--- src/sparse_mul_pkg.sv ---
// shared constants and types for the sparse polynomial multiplier
// modulus, coefficient and lane sum types, pipeline depth

package sparse_mul_pkg;

  // ------------------------------------------------------------
  // modulus and coefficient format
  // ------------------------------------------------------------

  // reduction relies on 2**COEFF_W - Q = 5
  localparam int Q = 251;

  localparam int COEFF_W = 8;

  typedef logic [COEFF_W-1:0] coeff_t;

  // ------------------------------------------------------------
  // lane summation and pipeline
  // ------------------------------------------------------------

  // upper bound on parallel lanes
  localparam int MAX_CORES = 8;

  // holds MAX_CORES values of at most Q each
  typedef logic [COEFF_W+$clog2(MAX_CORES)-1:0] lane_sum_t;

  // index issue to result write, in cycles
  localparam int PIPE_DEPTH = 7;

endpackage

--- src/pass_ctrl_if.sv ---
// pass and sweep control bundle
// shared by the FSM, the counters, the lanes and the accumulator

`timescale 1ns/1ps

interface pass_ctrl_if
#(
  parameter int IDX_W  = 6,
  parameter int PASS_W = 2
)
();

  // from the FSM
  logic              pass_start;
  logic              pos_load;
  logic              sweep_valid;
  logic              first_pass;

  // from the counters
  logic [IDX_W-1:0]  sweep_idx;
  logic              neg_half;
  logic              sweep_last;
  logic              flush_last;
  logic              pass_last;
  logic [PASS_W-1:0] pass_idx;

  modport fsm (
    output pass_start, pos_load, sweep_valid, first_pass,
    input  sweep_last, flush_last, pass_last
  );

  modport counter (
    input  pass_start, sweep_valid,
    output sweep_idx, neg_half, sweep_last, flush_last, pass_last, pass_idx
  );

  modport lanes (input pos_load, sweep_valid, sweep_idx, neg_half);

  modport accum (input sweep_valid, sweep_idx, first_pass);

endinterface

--- src/sparse_ram.sv ---
// simple dual port RAM, one write and one registered read port
// the word type is a parameter

`timescale 1ns/1ps

module sparse_ram
#(
  parameter int  DEPTH  = 64,
  parameter type word_t = logic [7:0]
)
(
  input  logic                     clk,
  input  logic                     wr_en,
  input  logic [$clog2(DEPTH)-1:0] wr_addr,
  input  word_t                    wr_data,
  input  logic                     rd_en,
  input  logic [$clog2(DEPTH)-1:0] rd_addr,
  output word_t                    rd_data
);

  word_t mem [DEPTH];

  always_ff @(posedge clk)
  begin
    if (wr_en)
      mem[wr_addr] <= wr_data;
    // output holds its last word when not read
    if (rd_en)
      rd_data <= mem[rd_addr];
  end

endmodule

--- src/sparse_mul_fsm.sv ---
// run sequencer: IDLE, then fetch, sweep and flush for every pass
// drives busy, done and the pass control strobes

`timescale 1ns/1ps

module sparse_mul_fsm
(
  input  logic     clk,
  input  logic     arst_n,
  input  logic     start,
  output logic     busy,
  output logic     done,
  pass_ctrl_if.fsm ctl
);

  typedef enum logic [1:0] {IDLE, FETCH, SWEEP, FLUSH} state_t;

  state_t state;
  logic   fetch_cnt;
  logic   pass_end;

  assign pass_end = (state == FLUSH) && ctl.flush_last;

  // pulse on the edge into FETCH so pass_idx is already valid in its first cycle
  assign ctl.pass_start  = ((state == IDLE) && start) || (pass_end && !ctl.pass_last);
  // position word sits on the RAM output in the second fetch cycle
  assign ctl.pos_load    = (state == FETCH) && fetch_cnt;
  assign ctl.sweep_valid = (state == SWEEP);

  always_ff @(posedge clk or negedge arst_n)
  begin
    if (!arst_n)
    begin
      state          <= IDLE;
      fetch_cnt      <= 1'b0;
      busy           <= 1'b0;
      done           <= 1'b0;
      ctl.first_pass <= 1'b0;
    end
    else
    begin
      done <= 1'b0;
      case (state)
        IDLE:
        begin
          if (start)
          begin
            state          <= FETCH;
            busy           <= 1'b1;
            ctl.first_pass <= 1'b1;
          end
        end
        FETCH:
        begin
          fetch_cnt <= ~fetch_cnt;
          if (fetch_cnt)
            state <= SWEEP;
        end
        SWEEP:
        begin
          if (ctl.sweep_last)
            state <= FLUSH;
        end
        FLUSH:
        begin
          if (ctl.flush_last)
          begin
            ctl.first_pass <= 1'b0;
            if (ctl.pass_last)
            begin
              state <= IDLE;
              busy  <= 1'b0;
              done  <= 1'b1;
            end
            else
              state <= FETCH;
          end
        end
        default: state <= IDLE;
      endcase
    end
  end

endmodule

--- src/sweep_counter.sv ---
// pass counter, sweep index counter and flush timer
// also flags the negative half of the position list

`timescale 1ns/1ps

module sweep_counter
  import sparse_mul_pkg::*;
#(
  parameter int N        = 64,
  parameter int H        = 16,
  parameter int CORE_NUM = 4
)
(
  input  logic         clk,
  input  logic         arst_n,
  pass_ctrl_if.counter ctl
);

  localparam int IDX_W   = $clog2(N);
  localparam int PASSES  = H / CORE_NUM;
  localparam int PASS_W  = $clog2(PASSES);
  localparam int FLUSH_W = $clog2(PIPE_DEPTH + 1);

  logic [FLUSH_W-1:0] flush_cnt;
  logic               run_on;

  assign ctl.sweep_last = ctl.sweep_valid && (ctl.sweep_idx == IDX_W'(N - 1));
  assign ctl.flush_last = (flush_cnt == FLUSH_W'(PIPE_DEPTH));
  assign ctl.pass_last  = (ctl.pass_idx == PASS_W'(PASSES - 1));
  // positions H/2 and up carry -1
  assign ctl.neg_half   = (int'(ctl.pass_idx) * CORE_NUM) >= (H / 2);

  always_ff @(posedge clk or negedge arst_n)
  begin
    if (!arst_n)
    begin
      ctl.sweep_idx <= '0;
      ctl.pass_idx  <= '0;
      flush_cnt     <= '0;
      run_on        <= 1'b0;
    end
    else
    begin
      if (ctl.sweep_last)
        ctl.sweep_idx <= '0;
      else if (ctl.sweep_valid)
        ctl.sweep_idx <= ctl.sweep_idx + 1'b1;

      // flush timer runs 1..PIPE_DEPTH right after the sweep
      if (ctl.sweep_last)
        flush_cnt <= FLUSH_W'(1);
      else if (ctl.flush_last)
        flush_cnt <= '0;
      else if (flush_cnt != '0)
        flush_cnt <= flush_cnt + 1'b1;

      if (ctl.flush_last && ctl.pass_last)
      begin
        ctl.pass_idx <= '0;
        run_on       <= 1'b0;
      end
      else if (ctl.pass_start)
      begin
        run_on <= 1'b1;
        if (run_on)
          ctl.pass_idx <= ctl.pass_idx + 1'b1;
      end
    end
  end

endmodule

--- src/position_lanes.sv ---
// CORE_NUM lanes, each with its own copy of the dense polynomial
// read address k - p and negacyclic sign correction per lane

`timescale 1ns/1ps

module position_lanes
  import sparse_mul_pkg::*;
#(
  parameter int  N          = 64,
  parameter int  CORE_NUM   = 4,
  parameter type pos_word_t = logic [CORE_NUM-1:0][$clog2(N)-1:0]
)
(
  input  logic                 clk,
  input  logic                 arst_n,
  input  logic                 poly_wr_en,
  input  logic [$clog2(N)-1:0] poly_wr_addr,
  input  coeff_t               poly_wr_data,
  input  pos_word_t            pos_word,
  pass_ctrl_if.lanes           ctl,
  output coeff_t               lane_vals [CORE_NUM]
);

  localparam int IDX_W = $clog2(N);

  pos_word_t        pos_q;
  logic [IDX_W-1:0] k_d1;

  // positions of the current pass, plus k aligned with the RAM output
  always_ff @(posedge clk or negedge arst_n)
  begin
    if (!arst_n)
    begin
      pos_q <= '0;
      k_d1  <= '0;
    end
    else
    begin
      if (ctl.pos_load)
        pos_q <= pos_word;
      k_d1 <= ctl.sweep_idx;
    end
  end

  for (genvar i = 0; i < CORE_NUM; i++)
  begin : g_lane
    logic [IDX_W-1:0] rd_addr;
    coeff_t           a_val;
    logic             negate;

    // wraps mod N for free since N is a power of two
    assign rd_addr = ctl.sweep_idx - pos_q[i];

    sparse_ram #(
      .DEPTH  (N),
      .word_t (coeff_t)
    ) i_poly_ram (
      .clk     (clk),
      .wr_en   (poly_wr_en),
      .wr_addr (poly_wr_addr),
      .wr_data (poly_wr_data),
      .rd_en   (ctl.sweep_valid),
      .rd_addr (rd_addr),
      .rd_data (a_val)
    );

    // k < p means the term wrapped past x^N, which flips the sign
    assign negate = ctl.neg_half ^ (k_d1 < pos_q[i]);

    // Q - 0 gives Q here, the reduction downstream takes care of it
    always_ff @(posedge clk)
    begin
      lane_vals[i] <= negate ? coeff_t'(Q) - a_val : a_val;
    end
  end

endmodule

--- src/mod_q_accumulate.sv ---
// lane adder tree, modulo Q reduction and result accumulation
// read, add, write back into the result RAM

`timescale 1ns/1ps

module mod_q_accumulate
  import sparse_mul_pkg::*;
#(
  parameter int N        = 64,
  parameter int CORE_NUM = 4
)
(
  input  logic                 clk,
  input  logic                 arst_n,
  input  coeff_t               lane_vals [CORE_NUM],
  pass_ctrl_if.accum           ctl,
  input  logic                 res_rd_en,
  input  logic [$clog2(N)-1:0] res_rd_addr,
  output coeff_t               res_rd_data
);

  localparam int IDX_W = $clog2(N);
  localparam int SUM_W = $bits(lane_sum_t);

  // stage s of these holds the index issued s cycles ago
  logic [PIPE_DEPTH:1] valid_pipe;
  logic [5:1]          first_pipe;
  logic [IDX_W-1:0]    idx_pipe [1:PIPE_DEPTH];

  lane_sum_t        lane_sum;
  lane_sum_t        lane_sum_q;
  logic [COEFF_W:0] fold_q;
  coeff_t           red_q;
  logic [COEFF_W:0] acc_q;
  coeff_t           wr_data;
  coeff_t           ram_rd_data;
  logic             ram_rd_en;
  logic [IDX_W-1:0] ram_rd_addr;

  // one conditional subtract for inputs below 2Q
  function automatic coeff_t sub_q(input logic [COEFF_W:0] v);
    logic [COEFF_W:0] d;
    d = v - (COEFF_W+1)'(Q);
    return (v >= (COEFF_W+1)'(Q)) ? d[COEFF_W-1:0] : v[COEFF_W-1:0];
  endfunction

  // ------------------------------------------------------------
  // control pipeline
  // ------------------------------------------------------------

  always_ff @(posedge clk or negedge arst_n)
  begin
    if (!arst_n)
    begin
      valid_pipe <= '0;
      first_pipe <= '0;
    end
    else
    begin
      valid_pipe <= {valid_pipe[PIPE_DEPTH-1:1], ctl.sweep_valid};
      first_pipe <= {first_pipe[4:1], ctl.first_pass};
    end
  end

  always_ff @(posedge clk)
  begin
    idx_pipe[1] <= ctl.sweep_idx;
    for (int s = 2; s <= PIPE_DEPTH; s++)
      idx_pipe[s] <= idx_pipe[s-1];
  end

  // ------------------------------------------------------------
  // datapath from the lane values in cycle 2
  // ------------------------------------------------------------

  always_comb
  begin
    lane_sum = '0;
    for (int i = 0; i < CORE_NUM; i++)
      lane_sum = lane_sum + lane_sum_t'(lane_vals[i]);
  end

  always_ff @(posedge clk)
  begin
    lane_sum_q <= lane_sum;
    // fold bits 8 and up back in with weight 2**COEFF_W - Q
    fold_q     <= (COEFF_W+1)'(lane_sum_q[COEFF_W-1:0])
                + (COEFF_W+1)'(lane_sum_q[SUM_W-1:COEFF_W]) * (COEFF_W+1)'(2**COEFF_W - Q);
    red_q      <= sub_q(fold_q);
    // result RAM holds stale data before the first pass
    acc_q      <= (COEFF_W+1)'(red_q) + (first_pipe[5] ? (COEFF_W+1)'(0)
                                                       : (COEFF_W+1)'(ram_rd_data));
    wr_data    <= sub_q(acc_q);
  end

  // pipeline owns the read port whenever an index reaches stage 4
  assign ram_rd_en   = valid_pipe[4] | res_rd_en;
  assign ram_rd_addr = valid_pipe[4] ? idx_pipe[4] : res_rd_addr;

  sparse_ram #(
    .DEPTH  (N),
    .word_t (coeff_t)
  ) i_res_ram (
    .clk     (clk),
    .wr_en   (valid_pipe[PIPE_DEPTH]),
    .wr_addr (idx_pipe[PIPE_DEPTH]),
    .wr_data (wr_data),
    .rd_en   (ram_rd_en),
    .rd_addr (ram_rd_addr),
    .rd_data (ram_rd_data)
  );

  assign res_rd_data = ram_rd_data;

endmodule

--- src/sparse_mul.sv ---
// top level of the sparse ternary polynomial multiplier mod x^N+1
// position RAM, control FSM, counters, lanes and accumulator

`timescale 1ns/1ps

module sparse_mul
  import sparse_mul_pkg::*;
#(
  parameter int N        = 64,
  parameter int H        = 16,
  parameter int CORE_NUM = 4
)
(
  input  logic                          clk,
  input  logic                          arst_n,
  input  logic                          start,
  output logic                          busy,
  output logic                          done,
  input  logic                          poly_wr_en,
  input  logic [$clog2(N)-1:0]          poly_wr_addr,
  input  coeff_t                        poly_wr_data,
  input  logic                          pos_wr_en,
  input  logic [$clog2(H/CORE_NUM)-1:0] pos_wr_addr,
  input  logic [CORE_NUM*$clog2(N)-1:0] pos_wr_data,
  input  logic                          res_rd_en,
  input  logic [$clog2(N)-1:0]          res_rd_addr,
  output coeff_t                        res_rd_data
);

  localparam int IDX_W  = $clog2(N);
  localparam int PASS_W = $clog2(H / CORE_NUM);

  // lane i takes bits [i*IDX_W +: IDX_W] of a position word
  typedef logic [CORE_NUM-1:0][IDX_W-1:0] pos_word_t;

  pos_word_t pos_word;
  coeff_t    lane_vals [CORE_NUM];

  pass_ctrl_if #(.IDX_W(IDX_W), .PASS_W(PASS_W)) ctl ();

  sparse_mul_fsm i_fsm (
    .clk    (clk),
    .arst_n (arst_n),
    .start  (start),
    .busy   (busy),
    .done   (done),
    .ctl    (ctl.fsm)
  );

  sweep_counter #(.N(N), .H(H), .CORE_NUM(CORE_NUM)) i_counter (
    .clk    (clk),
    .arst_n (arst_n),
    .ctl    (ctl.counter)
  );

  sparse_ram #(.DEPTH(H / CORE_NUM), .word_t(pos_word_t)) i_pos_ram (
    .clk     (clk),
    .wr_en   (pos_wr_en),
    .wr_addr (pos_wr_addr),
    .wr_data (pos_wr_data),
    .rd_en   (busy),
    .rd_addr (ctl.pass_idx),
    .rd_data (pos_word)
  );

  position_lanes #(.N(N), .CORE_NUM(CORE_NUM), .pos_word_t(pos_word_t)) i_lanes (
    .clk          (clk),
    .arst_n       (arst_n),
    .poly_wr_en   (poly_wr_en),
    .poly_wr_addr (poly_wr_addr),
    .poly_wr_data (poly_wr_data),
    .pos_word     (pos_word),
    .ctl          (ctl.lanes),
    .lane_vals    (lane_vals)
  );

  mod_q_accumulate #(.N(N), .CORE_NUM(CORE_NUM)) i_accum (
    .clk         (clk),
    .arst_n      (arst_n),
    .lane_vals   (lane_vals),
    .ctl         (ctl.accum),
    .res_rd_en   (res_rd_en),
    .res_rd_addr (res_rd_addr),
    .res_rd_data (res_rd_data)
  );

endmodule

--- config.mk ---
export PLATFORM = sky130hd
export DESIGN_NAME = sparse_mul
export DESIGN_NICKNAME = d
export VERILOG_FILES = /design/src/sparse_mul_pkg.sv /design/src/pass_ctrl_if.sv /design/src/sparse_ram.sv /design/src/sparse_mul_fsm.sv /design/src/sweep_counter.sv /design/src/position_lanes.sv /design/src/mod_q_accumulate.sv /design/src/sparse_mul.sv
export SDC_FILE = /design/constraint.sdc
export NUM_CORES = 2
export LEC_CHECK = 0
export BUFFER_PORTS_ARGS = -buffer_cell sky130_fd_sc_hd__buf_2
export CORE_MARGIN = 4
export CORE_UTILIZATION = 60
export CTS_CLUSTER_DIAMETER = 40
export DETAILED_ROUTE_END_ITERATION = 7
export PLACE_DENSITY = 0.76
export SLEW_MARGIN = 20
export SYNTH_ARGS = -nofsm -noshare
export SYNTH_HDL_FRONTEND = slang
export SYNTH_HIERARCHICAL = 1
export SYNTH_SLANG_ARGS = --single-unit
--- constraint.sdc ---
create_clock -name clk -period 4.4 [get_ports clk]
set_input_delay 0.88 -clock clk [delete_from_list [all_inputs] [get_ports clk]]
set_output_delay 0.88 -clock clk [all_outputs]
set_load 0.005 [all_outputs]
### Yosys cells after proc, flatten, opt, wreduce, memory -nomap -nowiden

Memory sizes are Yosys's and may differ from the RTL's. A register that Yosys moved wholly into a read port is not among the register bits.
Index checks and enable logic that the tools add are counted.

| storage, ports and cells | value |
|---|---|
| memory bits (read-only) | 0 |
| input bits | 52 |
| RAM bits | 2698 |
| register bits after elaboration | 137 |
| bits in latches | 0 |
| memories | 7 |

| operators by class | value |
|---|---|
| bitwise gates (word level) | 6 |
| muxes and demuxes | 39 |
| $mul | 1 |
| reductions and logical operators | 19 |
| add/subtract/negate cells | 18 |
| eq/ne operators | 11 |
| shift-type cells | 0 |
| order comparisons | 7 |
| div/mod/pow operators | 0 |

Memory list:

| memory | words | width | rd ports | clocked after Yosys merged registers in | write ports | line | RTL |
|---|---|---|---|---|---|---|---|
| i_accum.i_res_ram.mem | 64 | 8 | 1 | 1 | 1 | sparse_ram.sv:21 | `word_t mem [DEPTH];` |
| i_lanes.g_lane[0].i_poly_ram.mem | 64 | 8 | 1 | 1 | 1 | sparse_ram.sv:21 |  |
| i_lanes.g_lane[1].i_poly_ram.mem | 64 | 8 | 1 | 1 | 1 | sparse_ram.sv:21 |  |
| i_lanes.g_lane[2].i_poly_ram.mem | 64 | 8 | 1 | 1 | 1 | sparse_ram.sv:21 |  |
| i_lanes.g_lane[3].i_poly_ram.mem | 64 | 8 | 1 | 1 | 1 | sparse_ram.sv:21 |  |
| i_pos_ram.mem | 4 | 24 | 1 | 1 | 1 | sparse_ram.sv:21 |  |
| +1 memories | -- | -- | -- | -- | -- | -- |  |

Operator list:

| kind | count |
|---|---|
| 2-to-1 mux 8 bit | 7 |
| subtractor 8 bit (first input constant) | 4 |
| less-than comparator 6 bit | 4 |
| subtractor 6 bit | 4 |
| adder 11 x 8 -> 11 bit | 2 |
| >= comparator 9 x 8 -> 1 bit (second input constant) | 2 |
| 2-to-1 mux 6 bit | 3 |
| 2-to-1 mux 1 bit | 16 |
| subtractor 8 bit (second input constant) | 2 |
| 2-to-1 mux 2 bit | 7 |
| adder 8 x 6 -> 9 bit | 1 |
| adder 8 x 8 -> 9 bit | 1 |
| adder 8 x 9 -> 9 bit | 1 |
| 2-to-1 mux 3 bit | 3 |
| case mux 2 bit (4 select lines) | 1 |
| AND reduction 4 bit | 2 |
| nonzero test 2 bit | 4 |
| adder 6 x 1 -> 6 bit (second input constant) | 1 |
| equality test 2 bit (second input constant) | 3 |
| equality test 6 bit (second input constant) | 1 |
| logical AND 1 bit | 6 |
| multiplier 3 x 3 -> 6 bit (second input constant) | 1 |
| != test 2 x 1 -> 1 bit (second input constant) | 3 |
| nonzero test 3 bit | 2 |
| 15 further kinds | 20 |

### Depth between registers and ports, before layout

| depth | value |
|---|---|
| depth after elaboration | 6 |
| depth in mapped cells | 14 |
| gate-level depth less buffers | 13 |

### Hierarchy

The synthesis kept the hierarchy.

Modules (own cells, without submodules):

| module | cells each | area each (sq um) | seq. area each (sq um) | times used |
|---|---|---|---|---|
| sparse_ram (i_accum.i_res_ram ...) | 940 | 20246.9 | 15615.0 | 5 |
| position_lanes | 494 | 4365.4 | 1391.3 | 1 |
| sparse_ram (i_pos_ram) | 154 | 4255.3 | 3603.5 | 1 |
| mod_q_accumulate | 343 | 3839.9 | 2021.9 | 1 |
| sweep_counter | 55 | 624.3 | 300.3 | 1 |
| sparse_mul_fsm | 42 | 414.1 | 150.1 | 1 |

### Least setup slack after synthesis

OpenSTA, ideal clock, no wires.

| timing path | value |
|---|---|
| path kind | flip-flop to flip-flop |
| start | reg i_counter.ctl.sweep_idx[1] |
| end | reg i_lanes/g_lane[0].i_poly_ram/rd_data[0] in the netlist's numbering (read register of i_lanes.g_lane[0].i_poly_ram.mem) (data pin) |
| path slack | 1.166 ns |
| clock period less this slack | 3.234 ns |
| arrival | 2.972 ns |
| cell stages (with the launch flop) | 12 |
| required time | 4.138 ns |
| path through | dfrtp_1 inv_1 fa_1 o21ai_0 a21oi_1 xnor2_1 clkbuf_1 clkbuf_1 clkbuf_1 o2111ai_1 nand2_1 o2bb2ai_1 |

| between the ends | value |
|---|---|
| longest elaborated chain between the ends | 1 |

RTL lines:

| what | line | RTL |
|---|---|---|
| start, declared | pass_ctrl_if.sv:34 | `output sweep_idx, neg_half, sweep_last, flush_last, pass_last, pass_idx` |
| start signal, assigned | sweep_counter.sv:47 | `ctl.sweep_idx <= ctl.sweep_idx + 1'b1;` |
| subtractor 6 bit | position_lanes.sv:52 | `assign rd_addr = ctl.sweep_idx - pos_q[i];` |
| net i_lanes.g_lane[0].rd_addr[4] | position_lanes.sv:47 | `logic [IDX_W-1:0] rd_addr;` |
| end, declared | sparse_ram.sv:18 | `output word_t rd_data` |

The timed path passes the listed nets, and every way through them passes these cells.
A chain may end at the register's enable or synchronous reset.

### Worst setup path after layout

| timing path | value |
|---|---|
| start | reg i_counter.ctl.sweep_idx[0] |
| end | reg i_lanes/g_lane[2].i_poly_ram/rd_data[2] in the netlist's numbering (read register of i_lanes.g_lane[2].i_poly_ram.mem) (data pin) |

| between the ends | value |
|---|---|
| longest elaborated chain between the ends | 1 |

RTL lines:

| what | line |
|---|---|
| subtractor 6 bit | position_lanes.sv:52 |
| net i_lanes.g_lane[2].rd_addr[2] | position_lanes.sv:47 |
| end, declared | sparse_ram.sv:18 |

The timed path passes the listed nets, and every way through them passes these cells.

==> flow_results.org <==
** Run status
- Run status :: completed

** Yosys
- Portion of the post-synthesis area used by sequential elements :: 0.7456
- Synthesis handed over a netlist of 5788 instances.
- Cells taking the most area after synthesis :: edfxtp_1 (71%), mux4_2 (13%), dfxtp_1 (2.1%), nor2_1 (1.5%), dfrtp_1 (1.3%)
- Primary FF master, synth :: edfxtp_1
- Yosys top cell by area :: edfxtp_1
- After synthesis, the netlist uses 74 different library cells.
- Portion of synthesized cell area occupied by the leading cell type :: 0.7119
- Summed instance area of the synthesized netlist :: 114700 sq um
- Share of flip-flops with an asynchronous set or reset :: 0.02070
- Number of synthesized flops with an enable pin :: 2720
- FF+latch count, synth :: 2898
- In this run the mean area of a mapped cell was 19.82 sq um.
- Number of warnings reported in the yosys synthesis log :: 6
- Number of nets in the synthesized netlist :: 5945

** GRT
- Global-route wire length before repair :: 411.5 mm
- The number of global-route vias before repair was 61.77k.
- Total routing resource utilization after global routing :: 0.2810
- The initial antenna violation count came to 3.
- Summed over all layers, the global routing overflow is 0.
- Entering global routing, the biggest net connects 119 pins.

** Worst setup path
- Crit-path max FO :: 55
- STA classifies the critical path endpoint as a flip-flop.
- Crit Path Category :: flip-flop to flip-flop
- The worst setup path is launched from a flip-flop.
- Counting both buffers and inverters, the worst setup path holds a total of 3.
- Critical path required time :: 5.09 ns
- Critical path cell sequence :: inv_1, ha_1, inv_1, fa_4, xor2_4, buf_12, mux4_2, mux2_2, a221oi_1, o2bb2ai_1
- Critical Path Most Common Cell :: inv_1
- Highest-delay cell along the critical path :: xor2_4
- Top cell family by delay on the critical path :: buffers and inverters
- Crit path largest cell delay :: 0.59 ns
- Data on the critical path arrives at its endpoint at 4.69 ns.

** Clocking
- The later pin in the worst-skew pair is clocked with a latency of 0.94 ns.
- After clock tree synthesis, the clock-pin slew on the worst setup and hold paths is 0.06 ns.
- TritonCTS sink count :: 2898
- In this run the clock root is driven by a clkbuf_16.
- CTS Buf Count :: 362
- Number of setup buffers added after CTS :: 0
- Post-CTS sizing :: 0
- TritonCTS built the clock tree.
- The clock tree synthesis step divided the H-tree into 5 levels.
- In this run the deepest clock path goes through 4 buffers.

** Timing
- Total negative slack for setup checks :: 0 ns
- The max-slew violation count came to 0.
- In this run the tightest slew margin relative to its limit is 0.2151.
- Worst Tran Pin Value :: 1.177 ns
- Counting I/O delays and the setup requirement, the final critical path takes 3.997 ns.
- Setup repair after global routing left no endpoint under its margin.
- Across all hold checks on the routed design, the worst slack comes to 0.1393 ns.
- For the final database, setup skew stands at 0.06892 ns.
- Total count of hold-check failures in the final report :: 0
- Setup violations remaining at the end of the flow were counted as 0.
- Peak Freq :: 250.2 MHz
- Of the available clock period, the critical path in the final layout requires 0.9083.

** Floorplanning
- For this configuration, the core starts out at a cell density of 0.6033.
- The floorplan step set the die height to 445.3 microns.
- The die is 445.3 microns wide.
- Core footprint :: 190200 sq um
- The die covers 198300 sq um.
- Row generation in the floorplan step produced 160 rows.
- # IOs :: 62

** Cells and area
- Leading cell types in the layout, fill and taps excluded :: edfxtp_1 (2720), mux4_2 (650), nor2_1 (447)
- Final non-filler cell area :: 132100 sq um
- From synthesis to final layout, the design area changed by 15.14%.
- The filler cells instantiated in the layout total 10.93k.
- Number of standard cells in the layout, taps in and fillers out :: 9096
- Of the cells placed in the final design, the portion with a size suffix greater than 1 is 0.2747.
- Final core utilization :: 0.6946
- Leaving out fill and tap cells, the most frequent cell in the layout is edfxtp_1.
- After the last flow step, the layout net total stands at 6454.

** Placed design
- Final weighted congestion of routability-driven global placement :: 0.8630
- Final HPWL from detailed placement :: 161.5 mm
- Cell count after placement :: 8443
- Summing all placed instances gives a cell area of 119900 sq um.
- Buffers placed on the I/O ports in this run total 61.

** Pwr
- Summed over all cells, the static leakage comes to 43.72 nW.
- Dividing total power by cell area gives a power density of 471.6 nW/um^2.
- Across the VDD grid, the largest voltage drop is 410.0 uV.

** Detailed routing
- For this block, the via count after detailed routing is 60.41k.
- Wire per inst :: 30.40 microns
- Dividing the detail-routed via count by the number of cells gives 6.641.
- Number of iterations in the first detailed-routing pass :: 6
- The routed design has 276.5 mm of wire.
- Violation count after the first detailed-route iteration :: 8701
- Residual DRC count :: 0
- The count of nets left with antenna violations once routing finished came out at 0.

** Min path
- In this run the worst hold path is classified as input port to flip-flop.

** Job
- Max Cap Violations :: 0
## through the flow
| stage | setup slack, ns | total power [mW] |
|---|---|---|
| after floorplan | 1.166 | 32.08 |
| after global placement | 0.5522 | 32.89 |
| after detailed placement | 0.5287 | 33.00 |
| after CTS | 0.4697 | 62.54 |
| after global routing | 0.2289 | 64.06 |
| final | 0.4034 | 62.30 |
## logic make-up (layout without fill, tap and decap cells)
logic type,count (synthesis),in the layout,synth area share
AO/OA/AOI/OAI,467,467,0.02944
XOR/XNOR,48,48,0.003664
adder cells (fa/ha/maj),105,105,0.01289
buffers and inverters,382,1175,0.01865
flip-flops,2898,2898,0.7456
multiplexers,863,863,0.1477
other,0,4,0
AND/OR/NAND/NOR,1025,1025,0.04213
## cells in the mapped netlist (43+ instances only)
library cell / number
a21oi_1: 68
buf_2: 63
buf_4: 65
clkbuf_1: 103
dfrtp_1: 60
dfxtp_1: 118
edfxtp_1: 2720
ha_1: 83
inv_1: 94
mux2_2: 84
mux2i_1: 125
mux4_2: 650
nand2_1: 159
nand2b_1: 45
nand3_1: 102
nor2_1: 448
nor2b_1: 82
nor3_1: 52
o21ai_0: 68
o22ai_1: 43
## worst paths after layout
path	from	end	slack, ns	cells after the start
max	i_counter/ctl.sweep_idx[0]	i_lanes/g_lane[2].i_poly_ram/rd_data[2]	0.40	10
min	pos_wr_data[16]	i_pos_ram/mem[3][16]	0.14	1
max reg2reg	i_counter/ctl.sweep_idx[0]	i_lanes/g_lane[2].i_poly_ram/rd_data[2]	0.40	10
min reg2reg	i_accum/idx_pipe[0][34]	i_accum/idx_pipe[0][40]	0.33	0
max in group asynchronous	arst_n	i_counter/ctl.sweep_idx[1]	2.87	3
min in group asynchronous	arst_n	i_accum/valid_pipe[7]	0.53	2
## sequential cells by signal, indices dropped and copies added (netlist names), 3 cells and up
| signal | flops |
|---|---|
| i_accum/lane_sum_q | 10 |
| i_counter/ctl.sweep_idx | 6 |
| i_accum/i_res_ram/mem | 512 |
| i_accum/idx_pipe | 42 |
| i_lanes/g_lane.i_poly_ram/rd_data | 32 |
| i_accum/i_res_ram/rd_data | 8 |
| i_counter/flush_cnt | 3 |
| i_accum/red_q | 8 |
| i_pos_ram/rd_data | 24 |
| i_accum/wr_data | 8 |
| i_lanes/pos_q | 24 |
| i_lanes/k_d1 | 6 |
| i_accum/first_pipe | 5 |
| i_accum/fold_q | 9 |
| i_lanes/g_lane.i_poly_ram/mem | 2048 |
| i_accum/valid_pipe | 7 |
| i_lanes/lane_vals | 32 |
| i_pos_ram/mem | 96 |
| i_accum/acc_q | 9 |
## timing repair
| item | CTS | global route |
|---|---|---|
| hold endpoints to repair | 25 | 0 |
| hold buffers | 1 | 0 |
| setup endpoints to repair | 0 | 0 |
## area by class of cell
class	instances	area (sq um)	share of cell area
Tap cell	2511	3142	0.02378
Clock buffer	422	9578	0.07251
Clock inverter	226	2611	0.01977
Antenna cell	4	10.01	0.00007577
Timing Repair Buffer	433	3561	0.02696
Inverter	94	387.9	0.002936
Multi-Input combinational cell	2508	27240	0.2062
Sequential cell	2898	85560	0.6477
## worst reg2reg max path: cells and delay by family, from the launching register on
| family | cells | cell delay (ns) |
|---|---|---|
| fa+ha+maj | 2 | 0.67 |
| compound gates | 2 | 0.57 |
| mux | 2 | 0.72 |
| xor+xnor | 1 | 0.59 |
| flops | 1 | 0.47 |
| buf+inv | 3 | 0.71 |
## layer usage
layer  share of wire  global-route usage
met5        0.000040                   0
met4           0.041              0.1073
met3            0.10             0.05747
met2            0.49              0.4504
met1            0.36              0.3881
## where the power goes
| part | switching [mW] | internal, mW |
|---|---|---|
| Clock | 11.7 | 18.1 |
| Combinational | 0.918 | 0.294 |
| Sequential | 0.420 | 30.8 |
| Total | 13.0 | 49.3 |
Note: power is estimated with default switching activity, not from simulation.
